<file path="config.mk">
export PLATFORM = sky130hd
export DESIGN_NAME = pool_engine
export DESIGN_NICKNAME = d
export VERILOG_FILES = /design/src/pool_pkg.sv /design/src/atom_deserializer.sv /design/src/pool_engine.sv /design/src/pool_lane.sv /design/src/pool_sequencer.sv /design/src/pool_writeback.sv
export VERILOG_INCLUDE_DIRS = /design/src
export SDC_FILE = /design/constraint.sdc
export NUM_CORES = 2
export LEC_CHECK = 0
export ABC_AREA = 1
export BUFFER_PORTS_ARGS = -buffer_cell sky130_fd_sc_hd__buf_2
export CAP_MARGIN = 20
export CORE_MARGIN = 4
export CORE_UTILIZATION = 50
export CTS_CLUSTER_DIAMETER = 80
export CTS_CLUSTER_SIZE = 30
export DETAILED_ROUTE_END_ITERATION = 10
export PLACE_DENSITY = 0.65
export REMOVE_ABC_BUFFERS = 1
export SLEW_MARGIN = 25
export SYNTH_ARGS = -nofsm -noshare
export SYNTH_HDL_FRONTEND = slang
export SYNTH_SLANG_ARGS = --single-unit
</file>
<file path="constraint.sdc">
create_clock -name clk -period 16.95 [get_ports clk]
set_input_delay 0.8475 -clock clk [delete_from_list [all_inputs] [get_ports clk]]
set_output_delay 0.8475 -clock clk [all_outputs]
set_load 0.005 [all_outputs]
</file>
<file path="src/pool_config.svh">
`ifndef POOL_CONFIG_SVH
`define POOL_CONFIG_SVH

// Width of one channel word
`define POOL_WORD_W 16

// Channels per atom, also the number of lanes
`define POOL_BURST_LEN 16

// Largest window is 2**4 atoms
`define POOL_MAX_WIN_LOG2 4

// Op codes as seen on the command input
`define POOL_OP_MAXPOOL 4
`define POOL_OP_AVEPOOL 5

`endif

</file>
<file path="src/pool_pkg.sv">
`include "pool_config.svh"

package pool_pkg;

	// One channel value, unsigned
	typedef logic [`POOL_WORD_W-1:0] word_t;

	// Lane 0 sits in the low word
	typedef logic [`POOL_BURST_LEN*`POOL_WORD_W-1:0] atom_t;

	// Room for a full window sum of 16 words
	typedef logic [`POOL_WORD_W+`POOL_MAX_WIN_LOG2-1:0] acc_t;

	typedef enum logic [2:0] {
		OP_MAXPOOL = 3'(`POOL_OP_MAXPOOL),
		OP_AVEPOOL = 3'(`POOL_OP_AVEPOOL)
	} op_t;

	typedef logic [2:0] win_log2_t;  // 0 to 4 in use

endpackage

</file>
<file path="src/atom_deserializer.sv">
`timescale 1ns/1ps
`include "pool_config.svh"

module atom_deserializer (
	input  logic            clk,
	input  logic            rst,
	input  logic            i_run,         // Engine is inside a run
	input  logic            i_rd_we,       // DMA data strobe
	input  pool_pkg::word_t i_rd_data,
	input  logic            i_atom_take,   // Sequencer consumes the held atom
	output logic            o_rd_en,       // Level towards the DMA read port
	output logic            o_atom_valid,
	output pool_pkg::atom_t o_atom
);

	localparam int ATOM_W = `POOL_BURST_LEN * `POOL_WORD_W;
	localparam int CNT_W = $clog2(`POOL_BURST_LEN);
	localparam logic [CNT_W-1:0] LAST_WORD = CNT_W'(`POOL_BURST_LEN - 1);

	pool_pkg::atom_t shift_buf;   // Partial atom being gathered
	pool_pkg::atom_t shift_next;
	logic [CNT_W-1:0] word_cnt;   // Words already in shift_buf
	logic             burst_done;

	// Newest word enters on top, so word 0 drifts down to lane 0
	assign shift_next = {i_rd_data, shift_buf[ATOM_W-1:`POOL_WORD_W]};
	assign burst_done = i_rd_we && (word_cnt == LAST_WORD);

	// Shift path
	always_ff @(posedge clk) begin
		if (i_rd_we) begin
			shift_buf <= shift_next;
		end
	end

	// Hold a copy so the next burst can't disturb the lanes' input
	always_ff @(posedge clk) begin
		if (burst_done) begin
			o_atom <= shift_next;
		end
	end

	always_ff @(posedge clk or posedge rst) begin
		if (rst) begin
			word_cnt     <= '0;
			o_atom_valid <= 1'b0;
		end else if (!i_run) begin
			word_cnt     <= '0;   // Idle engine starts every run on a clean burst
			o_atom_valid <= 1'b0;
		end else begin
			if (burst_done) begin
				word_cnt     <= '0;
				o_atom_valid <= 1'b1;  // Full atom held from next cycle
			end else begin
				if (i_rd_we) begin
					word_cnt <= word_cnt + 1'b1;
				end
				if (i_atom_take) begin
					o_atom_valid <= 1'b0;  // Released, reading resumes
				end
			end
		end
	end

	// Back pressure
	// Reading stops as soon as an atom is held and stays off outside a run
	assign o_rd_en = i_run && !o_atom_valid;

endmodule

</file>
<file path="src/pool_engine.sv">
`timescale 1ns/1ps
`include "pool_config.svh"

module pool_engine (
	input  logic                clk,
	input  logic                rst,
	input  logic                i_start,
	input  pool_pkg::op_t       i_op,
	input  pool_pkg::win_log2_t i_win_log2,
	input  logic [7:0]          i_num_windows,
	input  logic                i_rd_we,
	input  pool_pkg::word_t     i_rd_data,
	input  logic                i_wr_re,
	output logic                o_rd_en,
	output logic                o_wr_en,
	output pool_pkg::word_t     o_wr_data,
	output logic                o_wr_valid,
	output logic                o_done
);

	logic                run;
	logic                atom_valid;
	logic                lane_take;
	logic                lane_first;
	logic                wb_load;
	logic                wb_busy;
	pool_pkg::op_t       lane_op;
	pool_pkg::win_log2_t lane_win_log2;
	pool_pkg::atom_t     atom;           // Held input atom
	pool_pkg::atom_t     results;        // One word per lane

	atom_deserializer u_deser (
		.clk(clk), .rst(rst),
		.i_run(run), .i_rd_we(i_rd_we), .i_rd_data(i_rd_data), .i_atom_take(lane_take),
		.o_rd_en(o_rd_en), .o_atom_valid(atom_valid), .o_atom(atom)
	);

	pool_sequencer u_seq (
		.clk(clk), .rst(rst),
		.i_start(i_start), .i_op(i_op), .i_win_log2(i_win_log2),
		.i_num_windows(i_num_windows), .i_atom_valid(atom_valid),
		.i_wb_busy(wb_busy), .i_wr_valid(o_wr_valid),
		.o_run(run), .o_take(lane_take), .o_first(lane_first), .o_last(),
		.o_wb_load(wb_load), .o_op(lane_op), .o_win_log2(lane_win_log2), .o_done(o_done)
	);

	// One lane per channel of the atom
	for (genvar g = 0; g < `POOL_BURST_LEN; g++) begin : g_lane
		pool_lane u_lane (
			.clk(clk), .rst(rst),
			.i_take(lane_take), .i_first(lane_first),
			.i_op(lane_op), .i_win_log2(lane_win_log2),
			.i_data(atom[g*`POOL_WORD_W +: `POOL_WORD_W]),
			.o_result(results[g*`POOL_WORD_W +: `POOL_WORD_W])
		);
	end

	pool_writeback u_wb (
		.clk(clk), .rst(rst),
		.i_load(wb_load), .i_results(results), .i_wr_re(i_wr_re),
		.o_busy(wb_busy), .o_wr_en(o_wr_en), .o_wr_data(o_wr_data), .o_wr_valid(o_wr_valid)
	);

endmodule

</file>
<file path="src/pool_lane.sv">
`timescale 1ns/1ps
`include "pool_config.svh"

module pool_lane (
	input  logic                clk,
	input  logic                rst,
	input  logic                i_take,      // Atom consumed this cycle
	input  logic                i_first,     // First atom of the window
	input  pool_pkg::op_t       i_op,
	input  pool_pkg::win_log2_t i_win_log2,
	input  pool_pkg::word_t     i_data,      // This lane's channel word
	output pool_pkg::word_t     o_result
);

	pool_pkg::acc_t acc;        // Running max or running sum
	pool_pkg::acc_t data_ext;   // Input word widened to the accumulator
	pool_pkg::acc_t acc_shift;  // Sum divided by the window size
	logic           is_avg;

	assign is_avg   = (i_op == pool_pkg::OP_AVEPOOL);
	assign data_ext = pool_pkg::acc_t'(i_data);

	always_ff @(posedge clk or posedge rst) begin
		if (rst) begin
			acc <= '0;
		end else if (i_take) begin
			if (i_first) begin
				acc <= data_ext;  // Window opens with a plain load
			end else if (is_avg) begin
				acc <= acc + data_ext;  // Max sum is 16 x 0xFFFF, fits in 20 bits
			end else if (data_ext > acc) begin
				acc <= data_ext;
			end
		end
	end

	// Window is a power of two so the divide is a shift, floor rounding
	assign acc_shift = acc >> i_win_log2;

	// Max mode never sets the upper accumulator bits
	assign o_result = is_avg ? acc_shift[`POOL_WORD_W-1:0] : acc[`POOL_WORD_W-1:0];

endmodule

</file>
<file path="src/pool_sequencer.sv">
`timescale 1ns/1ps
`include "pool_config.svh"

module pool_sequencer (
	input  logic                clk,
	input  logic                rst,
	input  logic                i_start,
	input  pool_pkg::op_t       i_op,
	input  pool_pkg::win_log2_t i_win_log2,
	input  logic [7:0]          i_num_windows,
	input  logic                i_atom_valid,  // Deserializer holds an atom
	input  logic                i_wb_busy,
	input  logic                i_wr_valid,    // Word leaving the writeback
	output logic                o_run,
	output logic                o_take,
	output logic                o_first,
	output logic                o_last,
	output logic                o_wb_load,
	output pool_pkg::op_t       o_op,
	output pool_pkg::win_log2_t o_win_log2,
	output logic                o_done
);

	typedef enum logic [1:0] {S_IDLE, S_BUSY, S_DRAIN} state_t;

	localparam int CNT_W = `POOL_MAX_WIN_LOG2;
	localparam pool_pkg::win_log2_t MAX_LOG2 = pool_pkg::win_log2_t'(`POOL_MAX_WIN_LOG2);

	state_t           state;
	logic [CNT_W-1:0] atom_cnt;     // Atom position inside the window
	logic [CNT_W:0]   win_len;      // Atoms per window
	logic [7:0]       win_cnt;      // Windows fully taken
	logic [7:0]       num_windows;
	logic             start_ok;
	logic             stall;

	// Unknown op or an empty run is dropped
	assign start_ok = i_start && (i_num_windows != 8'd0) &&
		((i_op == pool_pkg::OP_MAXPOOL) || (i_op == pool_pkg::OP_AVEPOOL));

	assign win_len = {{CNT_W{1'b0}}, 1'b1} << o_win_log2;
	assign o_first = (atom_cnt == '0);
	assign o_last  = ({1'b0, atom_cnt} == win_len - 1'b1);

	// Lanes must not close a window while the previous result is unsent
	assign stall  = o_last && (i_wb_busy || o_wb_load);
	assign o_run  = (state == S_BUSY);
	assign o_take = o_run && i_atom_valid && !stall;

	always_ff @(posedge clk or posedge rst) begin
		if (rst) begin
			state       <= S_IDLE;
			o_op        <= pool_pkg::OP_MAXPOOL;
			o_win_log2  <= '0;
			num_windows <= '0;
			atom_cnt    <= '0;
			win_cnt     <= '0;
			o_wb_load   <= 1'b0;
			o_done      <= 1'b0;
		end else begin
			o_wb_load <= o_take && o_last;  // Lane results are final one cycle later
			o_done    <= 1'b0;
			case (state)
				S_IDLE: begin
					if (start_ok) begin
						o_op        <= i_op;
						o_win_log2  <= (i_win_log2 > MAX_LOG2) ? MAX_LOG2 : i_win_log2;
						num_windows <= i_num_windows;
						atom_cnt    <= '0;
						win_cnt     <= '0;
						state       <= S_BUSY;
					end
				end
				S_BUSY: begin
					if (o_take && o_last) begin
						atom_cnt <= '0;
						win_cnt  <= win_cnt + 8'd1;
						if (win_cnt == num_windows - 8'd1) begin
							state <= S_DRAIN;  // All atoms in, results still to go
						end
					end else if (o_take) begin
						atom_cnt <= atom_cnt + 1'b1;
					end
				end
				S_DRAIN: begin
					// Last word of the last window just went out
					if (i_wr_valid && !i_wb_busy && !o_wb_load) begin
						o_done <= 1'b1;
						state  <= S_IDLE;
					end
				end
				default: state <= S_IDLE;
			endcase
		end
	end

endmodule

</file>
<file path="src/pool_writeback.sv">
`timescale 1ns/1ps
`include "pool_config.svh"

module pool_writeback (
	input  logic            clk,
	input  logic            rst,
	input  logic            i_load,      // Capture all lane results
	input  pool_pkg::atom_t i_results,
	input  logic            i_wr_re,     // DMA asks for the next word
	output logic            o_busy,      // Words still waiting to go out
	output logic            o_wr_en,
	output pool_pkg::word_t o_wr_data,
	output logic            o_wr_valid
);

	localparam int IDX_W = $clog2(`POOL_BURST_LEN);
	localparam logic [IDX_W-1:0] LAST_IDX = IDX_W'(`POOL_BURST_LEN - 1);

	pool_pkg::atom_t  held;      // Result atom being drained
	logic [IDX_W-1:0] word_idx;  // Next lane to send
	logic             busy;
	logic             send;

	// A pulse only counts while there are words left
	assign send = i_wr_re && busy;

	always_ff @(posedge clk) begin
		if (i_load) begin
			held <= i_results;
		end
	end

	// Word register, lane 0 goes out first
	always_ff @(posedge clk) begin
		if (send) begin
			o_wr_data <= held[word_idx*`POOL_WORD_W +: `POOL_WORD_W];
		end
	end

	always_ff @(posedge clk or posedge rst) begin
		if (rst) begin
			busy       <= 1'b0;
			word_idx   <= '0;
			o_wr_valid <= 1'b0;
		end else begin
			o_wr_valid <= 1'b0;  // Single cycle strobe
			if (i_load) begin
				busy     <= 1'b1;
				word_idx <= '0;
			end else if (send) begin
				o_wr_valid <= 1'b1;
				word_idx   <= word_idx + 1'b1;
				if (word_idx == LAST_IDX) begin
					busy <= 1'b0;  // Drops together with the last valid
				end
			end
		end
	end

	assign o_busy  = busy;
	assign o_wr_en = busy;  // DMA write side may pulse while words remain

endmodule

</file>
### Word-level counts from Yosys, hierarchy flattened

Cells that the tools add are included.

| word-level totals | value |
|---|---|
| bits in registers | 1145 |
| bits in latches | 0 |
| RAM bits | 0 |
| ROM bits | 0 |
| input port bits | 35 |
| output and inout port bits | 20 |
| logic and storage cells | 258 |
| memories | 0 |

| operators by class | value |
|---|---|
| add/sub/neg operators | 22 |
| multiply operators | 0 |
| divide/modulo/power cells | 0 |
| magnitude comparators | 17 |
| equal/unequal tests | 16 |
| shift-type cells | 18 |
| mux-type cells | 92 |
| bitwise gates (word level) | 0 |
| reduce and logical (&&, ||, !) cells | 60 |

Operators with widths:

| kind | number |
|---|---|
| 20-bit two-way mux | 48 |
| 20-bit by 16-bit adder with 20-bit output | 16 |
| 16-bit by 20-bit greater-than comparator with 1-bit output | 16 |
| 20-bit by 3-bit right shift with 16-bit output | 16 |
| 16-bit two-way mux | 16 |
| 256-bit by 9-bit indexed part select with 16-bit output | 1 |
| 3-bit nonzero test | 16 |
| 2-bit AND reduction | 18 |
| 4-bit two-way mux | 8 |
| 8-bit two-way mux | 2 |
| 8-bit one-hot mux with 2 select lines | 1 |
| 4-bit by 1-bit adder with 4-bit output, second input constant | 3 |
| 1-bit logical AND | 11 |
| 1-bit two-way mux | 10 |
| 3-bit equality test, second input constant | 3 |
| 8-bit by 1-bit adder with 8-bit output, second input constant | 1 |
| 4-bit equality test, second input constant | 2 |
| 8-bit equality test | 1 |
| 2-bit two-way mux | 4 |
| 2-bit by 1-bit != test with 1-bit output, second input constant | 4 |
| 4-bit one-hot mux with 2 select lines | 1 |
| 8-bit nonzero test | 1 |
| 8-bit by 1-bit subtractor with 8-bit output, second input constant | 1 |
| 2-bit one-hot mux with 3 select lines | 1 |
| 17 further kinds | 24 |

### Longest topological paths before layout

| logic depth | value |
|---|---|
| depth in word-level cells | 9 |
| depth in mapped cells | 22 |
| depth with buffers taken out | 18 |

### Modules after synthesis

Synthesis repeated with hierarchy kept, for this count alone.

| unflattened totals | value |
|---|---|
| cell total of the unflattened synthesis | 10767 |
| area, all modules | 81156.6 µm² |

Modules (own cells, without submodules):

| module | times used | cells each | area an instance (µm²) | sequential area each (µm²) |
|---|---|---|---|---|
| pool_lane at g_lane[11].u_lane ... | 6 | 562 | 3315.7 | 500.5 |
| atom_deserializer | 1 | 532 | 15158.3 | 15019.4 |
| pool_writeback | 1 | 1076 | 11627.4 | 8318.0 |
| pool_lane at g_lane[7].u_lane ... | 3 | 553 | 3269.4 | 500.5 |
| pool_lane at g_lane[0].u_lane ... | 3 | 554 | 3243.1 | 500.5 |
| pool_lane at g_lane[10].u_lane | 1 | 563 | 3309.4 | 500.5 |
| pool_lane at g_lane[15].u_lane | 1 | 564 | 3304.4 | 500.5 |
| pool_lane at g_lane[6].u_lane | 1 | 553 | 3280.6 | 500.5 |
| pool_lane at g_lane[12].u_lane | 1 | 544 | 3231.8 | 500.5 |
| pool_sequencer | 1 | 242 | 1813.0 | 752.0 |

### Worst setup path before layout

OpenSTA, ideal clock, no wires.

| timing path | value |
|---|---|
| path type | in2reg |
| from | in i_rd_we |
| to | reg u_deser.word_cnt[0] |
| setup time | 0.133 ns |
| arrival | 12.523 ns |
| required time | 16.817 ns |
| setup slack | 4.294 ns |
| stages on the path | 5 |
| buffers on the path | 0 |
| cell sequence | nand3_1 nor2_1 inv_1 nand3_1 o21ai_0 |

| between the ends | value |
|---|---|
| word-level cells in the longest chain between the ends | 3 |
| elaborated cells on any way between the ends | 4 |
| those cells by class | eq/ne: 1; mux: 2; reduce/logical: 1 |

RTL lines:

| element | RTL line | RTL |
|---|---|---|
| from (decl) | pool_engine.sv:11 | `input logic i_rd_we,` |
| 1-bit logical AND * | atom_deserializer.sv:27 | `assign burst_done = i_rd_we && (word_cnt == LAST_WORD);` |
| via u_deser.burst_done | atom_deserializer.sv:23 | `logic burst_done;` |
| 4-bit two-way mux | atom_deserializer.sv:51 | `if (burst_done) begin` |
| 4-bit two-way mux | atom_deserializer.sv:47 | `end else if (!i_run) begin` |
| to (signal assigned) | atom_deserializer.sv:56 | `word_cnt <= word_cnt + 1'b1;` |
| to (decl) | atom_deserializer.sv:22 | `logic [CNT_W-1:0] word_cnt;` |

Mark *: on every way through the listed nets, which the timed path passes. The rest lies on a longest branch.
A chain may end at the register's enable or synchronous reset.

### Worst setup path after layout

| timing path | value |
|---|---|
| from | reg u_seq.o_win_log2[1] |
| to | reg g_lane[5].u_lane.acc[3] |

| between the ends | value |
|---|---|
| word-level cells in the longest chain between the ends | 7 |

RTL lines:

| element | RTL line | RTL |
|---|---|---|
| from (decl) | pool_sequencer.sv:20 | `output pool_pkg::win_log2_t o_win_log2,` |
| from (signal assigned) | pool_sequencer.sv:67 | `o_win_log2 <= (i_win_log2 > MAX_LOG2) ? MAX_LOG2 : i_win_log2;` |
| 1-bit by 3-bit left shift with 5-bit output | pool_sequencer.sv:41 | `assign win_len = {{CNT_W{1'b0}}, 1'b1} << o_win_log2;` |
| 5-bit by 1-bit subtractor with 5-bit output | pool_sequencer.sv:43 | `assign o_last = ({1'b0, atom_cnt} == win_len - 1'b1);` |
| 4-bit by 5-bit equality test with 1-bit output | pool_sequencer.sv:43 |  |
| 1-bit logical AND | pool_sequencer.sv:46 | `assign stall = o_last && (i_wb_busy \|\| o_wb_load);` |
| 1-bit zero test | pool_sequencer.sv:48 | `assign o_take = o_run && i_atom_valid && !stall;` |
| 1-bit logical AND | pool_sequencer.sv:48 |  |
| 2-bit AND reduction (no source line) | -- |  |
| to (signal assigned) | pool_lane.sv:28 | `acc <= data_ext;` |
| to (signal assigned) | pool_lane.sv:30 | `acc <= acc + data_ext;` |
| to (signal assigned) | pool_lane.sv:32 | `acc <= data_ext;` |
| to (decl) | pool_lane.sv:15 | `pool_pkg::acc_t acc;` |

Every way passes these cells.

==> impl_metrics.env <==
export IMPL_ys_warn_count=0
export IMPL_power_density_mw_per_mm2=105
export IMPL_grt_max_degree=155
export IMPL_area_growth_pct=6.36
export IMPL_clock_skew_ns=0.0506
export IMPL_insertion_delay_ns=0.74
export IMPL_avgViaCountPerCell=5.88
export IMPL_start_kind="register"
export IMPL_synth_area_per_cell_sq_um=7.57
export IMPL_num_rows=144
export IMPL_ant_nets=0
export IMPL_dp_hpwl_mm=202
export IMPL_syn_inst=10300
export IMPL_finalPower_mw=8.69
export IMPL_cp_max_fo=42
export IMPL_crit_chain="nor2_8, inv_4, nor2_1, inv_2, ha_1, inv_1, nand2_1, nand2_1, nand2_1, nand2_1, nor2_2, nand3_2, nand2_2, clkinv_2, buf_4, nand2_1, nor2_1, nand2_1, nand2_1"
export IMPL_critical_path_max_stage_delay_ns=0.88
export IMPL_hp_class="input pin to async pin"
export IMPL_grt_overflow=0
export IMPL_whs_ns=0.236
export IMPL_post_cts_setup_buffers=0
export IMPL_grt_pass1_vias=66400
export IMPL_fmax_mhz=179
export IMPL_worst_slew_pin_slew_ns=1.21
export IMPL_path_class="register to register"
export IMPL_post_route_util=0.536
export IMPL_setup_viol=0
export IMPL_cts_tree="built"
export IMPL_clock_path_buffers=3
export IMPL_arrival_ns=6.20
export IMPL_core_area_sq_mm=0.154
export IMPL_critPathBufInv=5
export IMPL_cpLargestDelayFamily="simple AND/OR/NAND/NOR gates"
export IMPL_finalCritPeriodShare=0.330
export IMPL_numCtsBuffers=80
export IMPL_cts_clk_slew_worst_paths_ns=0.11
export IMPL_drt_total_wl_mm=275
export IMPL_dpl_cell_area_sq_mm=0.0795
export IMPL_run_status="finished clean"
export IMPL_yosys_mux_area_fraction=0.0158
export IMPL_power_leakage_nw=37.0
export IMPL_grt_pass1_wl_mm=414
export IMPL_synth_simple_area_share=0.261
export IMPL_die_area_sq_mm=0.162
export IMPL_layout_min_cycle_time_ns=5.59
export IMPL_cts_hold_buf=0
export IMPL_ir_drop_v=0.000109
export IMPL_hold_viol_final=0
export IMPL_clockRootBuffer="clkbuf_16"
export IMPL_drtIter0Drc=8412
export IMPL_io_buffers=54
export IMPL_slowest_stage="dfrtp_4"
export IMPL_maxCapViolations=0
export IMPL_finalInstanceArea_sq_mm=0.0828
export IMPL_setup_slack_ns=11.36
export IMPL_slew_headroom=0.192
export IMPL_grt_usage=0.332
export IMPL_drt_wirelength_per_cell_um=22.6
export IMPL_cp_end_kind="register"
export IMPL_h_tree_depth=3
export IMPL_ys_seq_area_frac=0.413
export IMPL_synthXorXnorAreaFrac=0.00923
export IMPL_place_ws_ns=11.57
export IMPL_initial_core_util=0.504
export IMPL_synth_cell_types=55
export IMPL_syn_area_sq_mm=0.0778
export IMPL_antenna_found_initial=10
export IMPL_post_cts_resized=0
export IMPL_stdcell_count=12200
export IMPL_cts_num_sinks=1129
export IMPL_synth_compound_area_frac=0.136
export IMPL_gp_congestion=0.991
export IMPL_cp_required_ns=17.56
export IMPL_slew_violations=0
export IMPL_synth_adder_area_share=0.0876
export IMPL_drtPass1Iterations=6
export IMPL_yosys_register_bits=1129
export IMPL_die_w_um=402
export IMPL_route_detailed_drc=0
export IMPL_dp_cells=12000
export IMPL_vias=71600
export IMPL_chipHeight_um=402
export IMPL_path_common_cell="nand2_1"
export IMPL_tns_ns=0
export IMPL_drive_gt1_frac=0.0374
export IMPL_rsz0062_at_grt="false"
export IMPL_synth_top_family_by_area="simple AND/OR/NAND/NOR gates"
export IMPL_io_pins=55
export IMPL_finalNetCount=10600
power by group:
| part | total [mW] | switching [mW] | internal, mW |
|---|---|---|---|
| clock network | 2.33 | 1.29 | 1.04 |
| registers | 3.29 | 0.179 | 3.11 |
| logic | 3.06 | 2.34 | 0.717 |
registers in the layout (all words and copies together), names as in the netlist, 2 cells and up:
register	count
g_lane.u_lane.acc	320
u_seq.o_op	3
u_seq.atom_cnt	4
u_seq.num_windows	8
u_deser.o_atom	256
u_wb.o_wr_data	16
u_deser.shift_buf	240
u_seq.win_cnt	8
u_wb.word_idx	4
u_deser.word_cnt	4
u_seq.o_win_log2	3
u_wb.held	256
u_seq.state	2
area by class of cell:
type,instances,area (sq um)
repair buffers,118,838
inverters,1121,4240
well taps,2044,2560
clock inverters,65,1110
fillers,14700,71700
multi-input cells,7602,39800
flip-flops and latches,1129,32100
diodes,13,32.5
clock buffers,84,2080
synth_stat cells (all sizes together):
master | number | share of area
a21boi | 6 | 0.00058
nand3b | 7 | 0.00068
o2111ai | 1 | 0.00011
a32oi | 8 | 0.00090
a21o | 17 | 0.0016
a31oi | 20 | 0.0016
dfstp | 1 | 0.00034
ha | 519 | 0.083
clkbuf | 266 | 0.013
o21a | 4 | 0.00039
nor2 | 950 | 0.047
a22oi | 13 | 0.0013
xnor2 | 10 | 0.0011
xor2 | 72 | 0.0081
a21oi | 427 | 0.028
clkinv | 2 | 0.000097
o21ai | 1171 | 0.076
o221ai | 83 | 0.0093
inv | 1119 | 0.054
and2 | 1 | 0.000080
o211ai | 44 | 0.0042
or2 | 46 | 0.0037
buf | 154 | 0.010
a41oi | 1 | 0.00011
dfrtp | 360 | 0.12
nand3 | 707 | 0.046
nor3 | 63 | 0.0041
o21bai | 41 | 0.0040
edfxtp | 768 | 0.30
a2bb2oi | 10 | 0.0011
o22ai | 33 | 0.0027
nand2 | 2948 | 0.14
nor4 | 9 | 0.00072
fa | 16 | 0.0041
mux2i | 123 | 0.016
a22o | 29 | 0.0033
a211oi | 11 | 0.0011
nand4 | 212 | 0.017
layer usage:
layer,track usage,share of wire
met5,0,0.00014
met4,0.144,0.048
met3,0.0461,0.082
met2,0.523,0.44
met1,0.459,0.42
kinds of logic (layout without fill, tap and decap cells):
| group | Yosys count | count (layout) |
|---|---|---|
| compound gates | 1919 | 1919 |
| xor+xnor | 82 | 82 |
| fa+ha+maj | 535 | 535 |
| buf+inv | 1541 | 1388 |
| flops | 1129 | 1129 |
| mux | 123 | 123 |
| other cells | 0 | 13 |
| simple gates | 4943 | 4943 |
path summary, 6_finish.rpt:
check | startpoint | endpoint | slack, ns | cells after the start
setup / recovery | u_seq.o_win_log2[1] | g_lane[5].u_lane.acc[3] | 11.36 | 19
hold / removal | rst | g_lane[8].u_lane.acc[5] | 0.24 | 2
setup reg to reg | u_seq.o_win_log2[1] | g_lane[5].u_lane.acc[3] | 11.36 | 19
hold reg to reg | u_deser.shift_buf[189] | u_deser.o_atom[173] | 0.42 | 0
max in group asynchronous | rst | g_lane[1].u_lane.acc[12] | 14.57 | 4
min in group clk | i_rd_data[11] | u_deser.o_atom[251] | 0.30 | 1
worst reg2reg max path, stage by stage (launching register included):
cell and delay [ns]:
dfrtp_4 0.88, nor2_8 0.07, inv_4 0.42, nor2_1 0.11, inv_2 0.08, ha_1 0.18
inv_1 0.09, nand2_1 0.06, nand2_1 0.05, nand2_1 0.06, nand2_1 0.06, nor2_2 0.17
nand3_2 0.09, nand2_2 0.59, clkinv_2 0.87, buf_4 0.60, nand2_1 0.74, nor2_1 0.20
nand2_1 0.10, nand2_1 0.06
cell usage in the layout (no fill, tap or decap), drive strengths merged, types with 16 or more instances in the layout:
cell / Yosys / routed
nand4: 212 / 212
o21bai: 41 / 41
a31oi: 20 / 20
xor2: 72 / 72
nor2: 950 / 950
edfxtp: 768 / 768
o221ai: 83 / 83
dfrtp: 360 / 360
clkinv: 2 / 29
buf: 154 / 118
fa: 16 / 16
or2: 46 / 46
a22o: 29 / 29
a21oi: 427 / 427
nand2: 2948 / 2948
ha: 519 / 519
inv: 1119 / 1155
nand3: 707 / 707
o211ai: 44 / 44
a21o: 17 / 17
clkbuf: 266 / 84
nor3: 63 / 63
mux2i: 123 / 123
o22ai: 33 / 33
o21ai: 1171 / 1171
No activity file was read; power rests on OpenSTA's default activity.
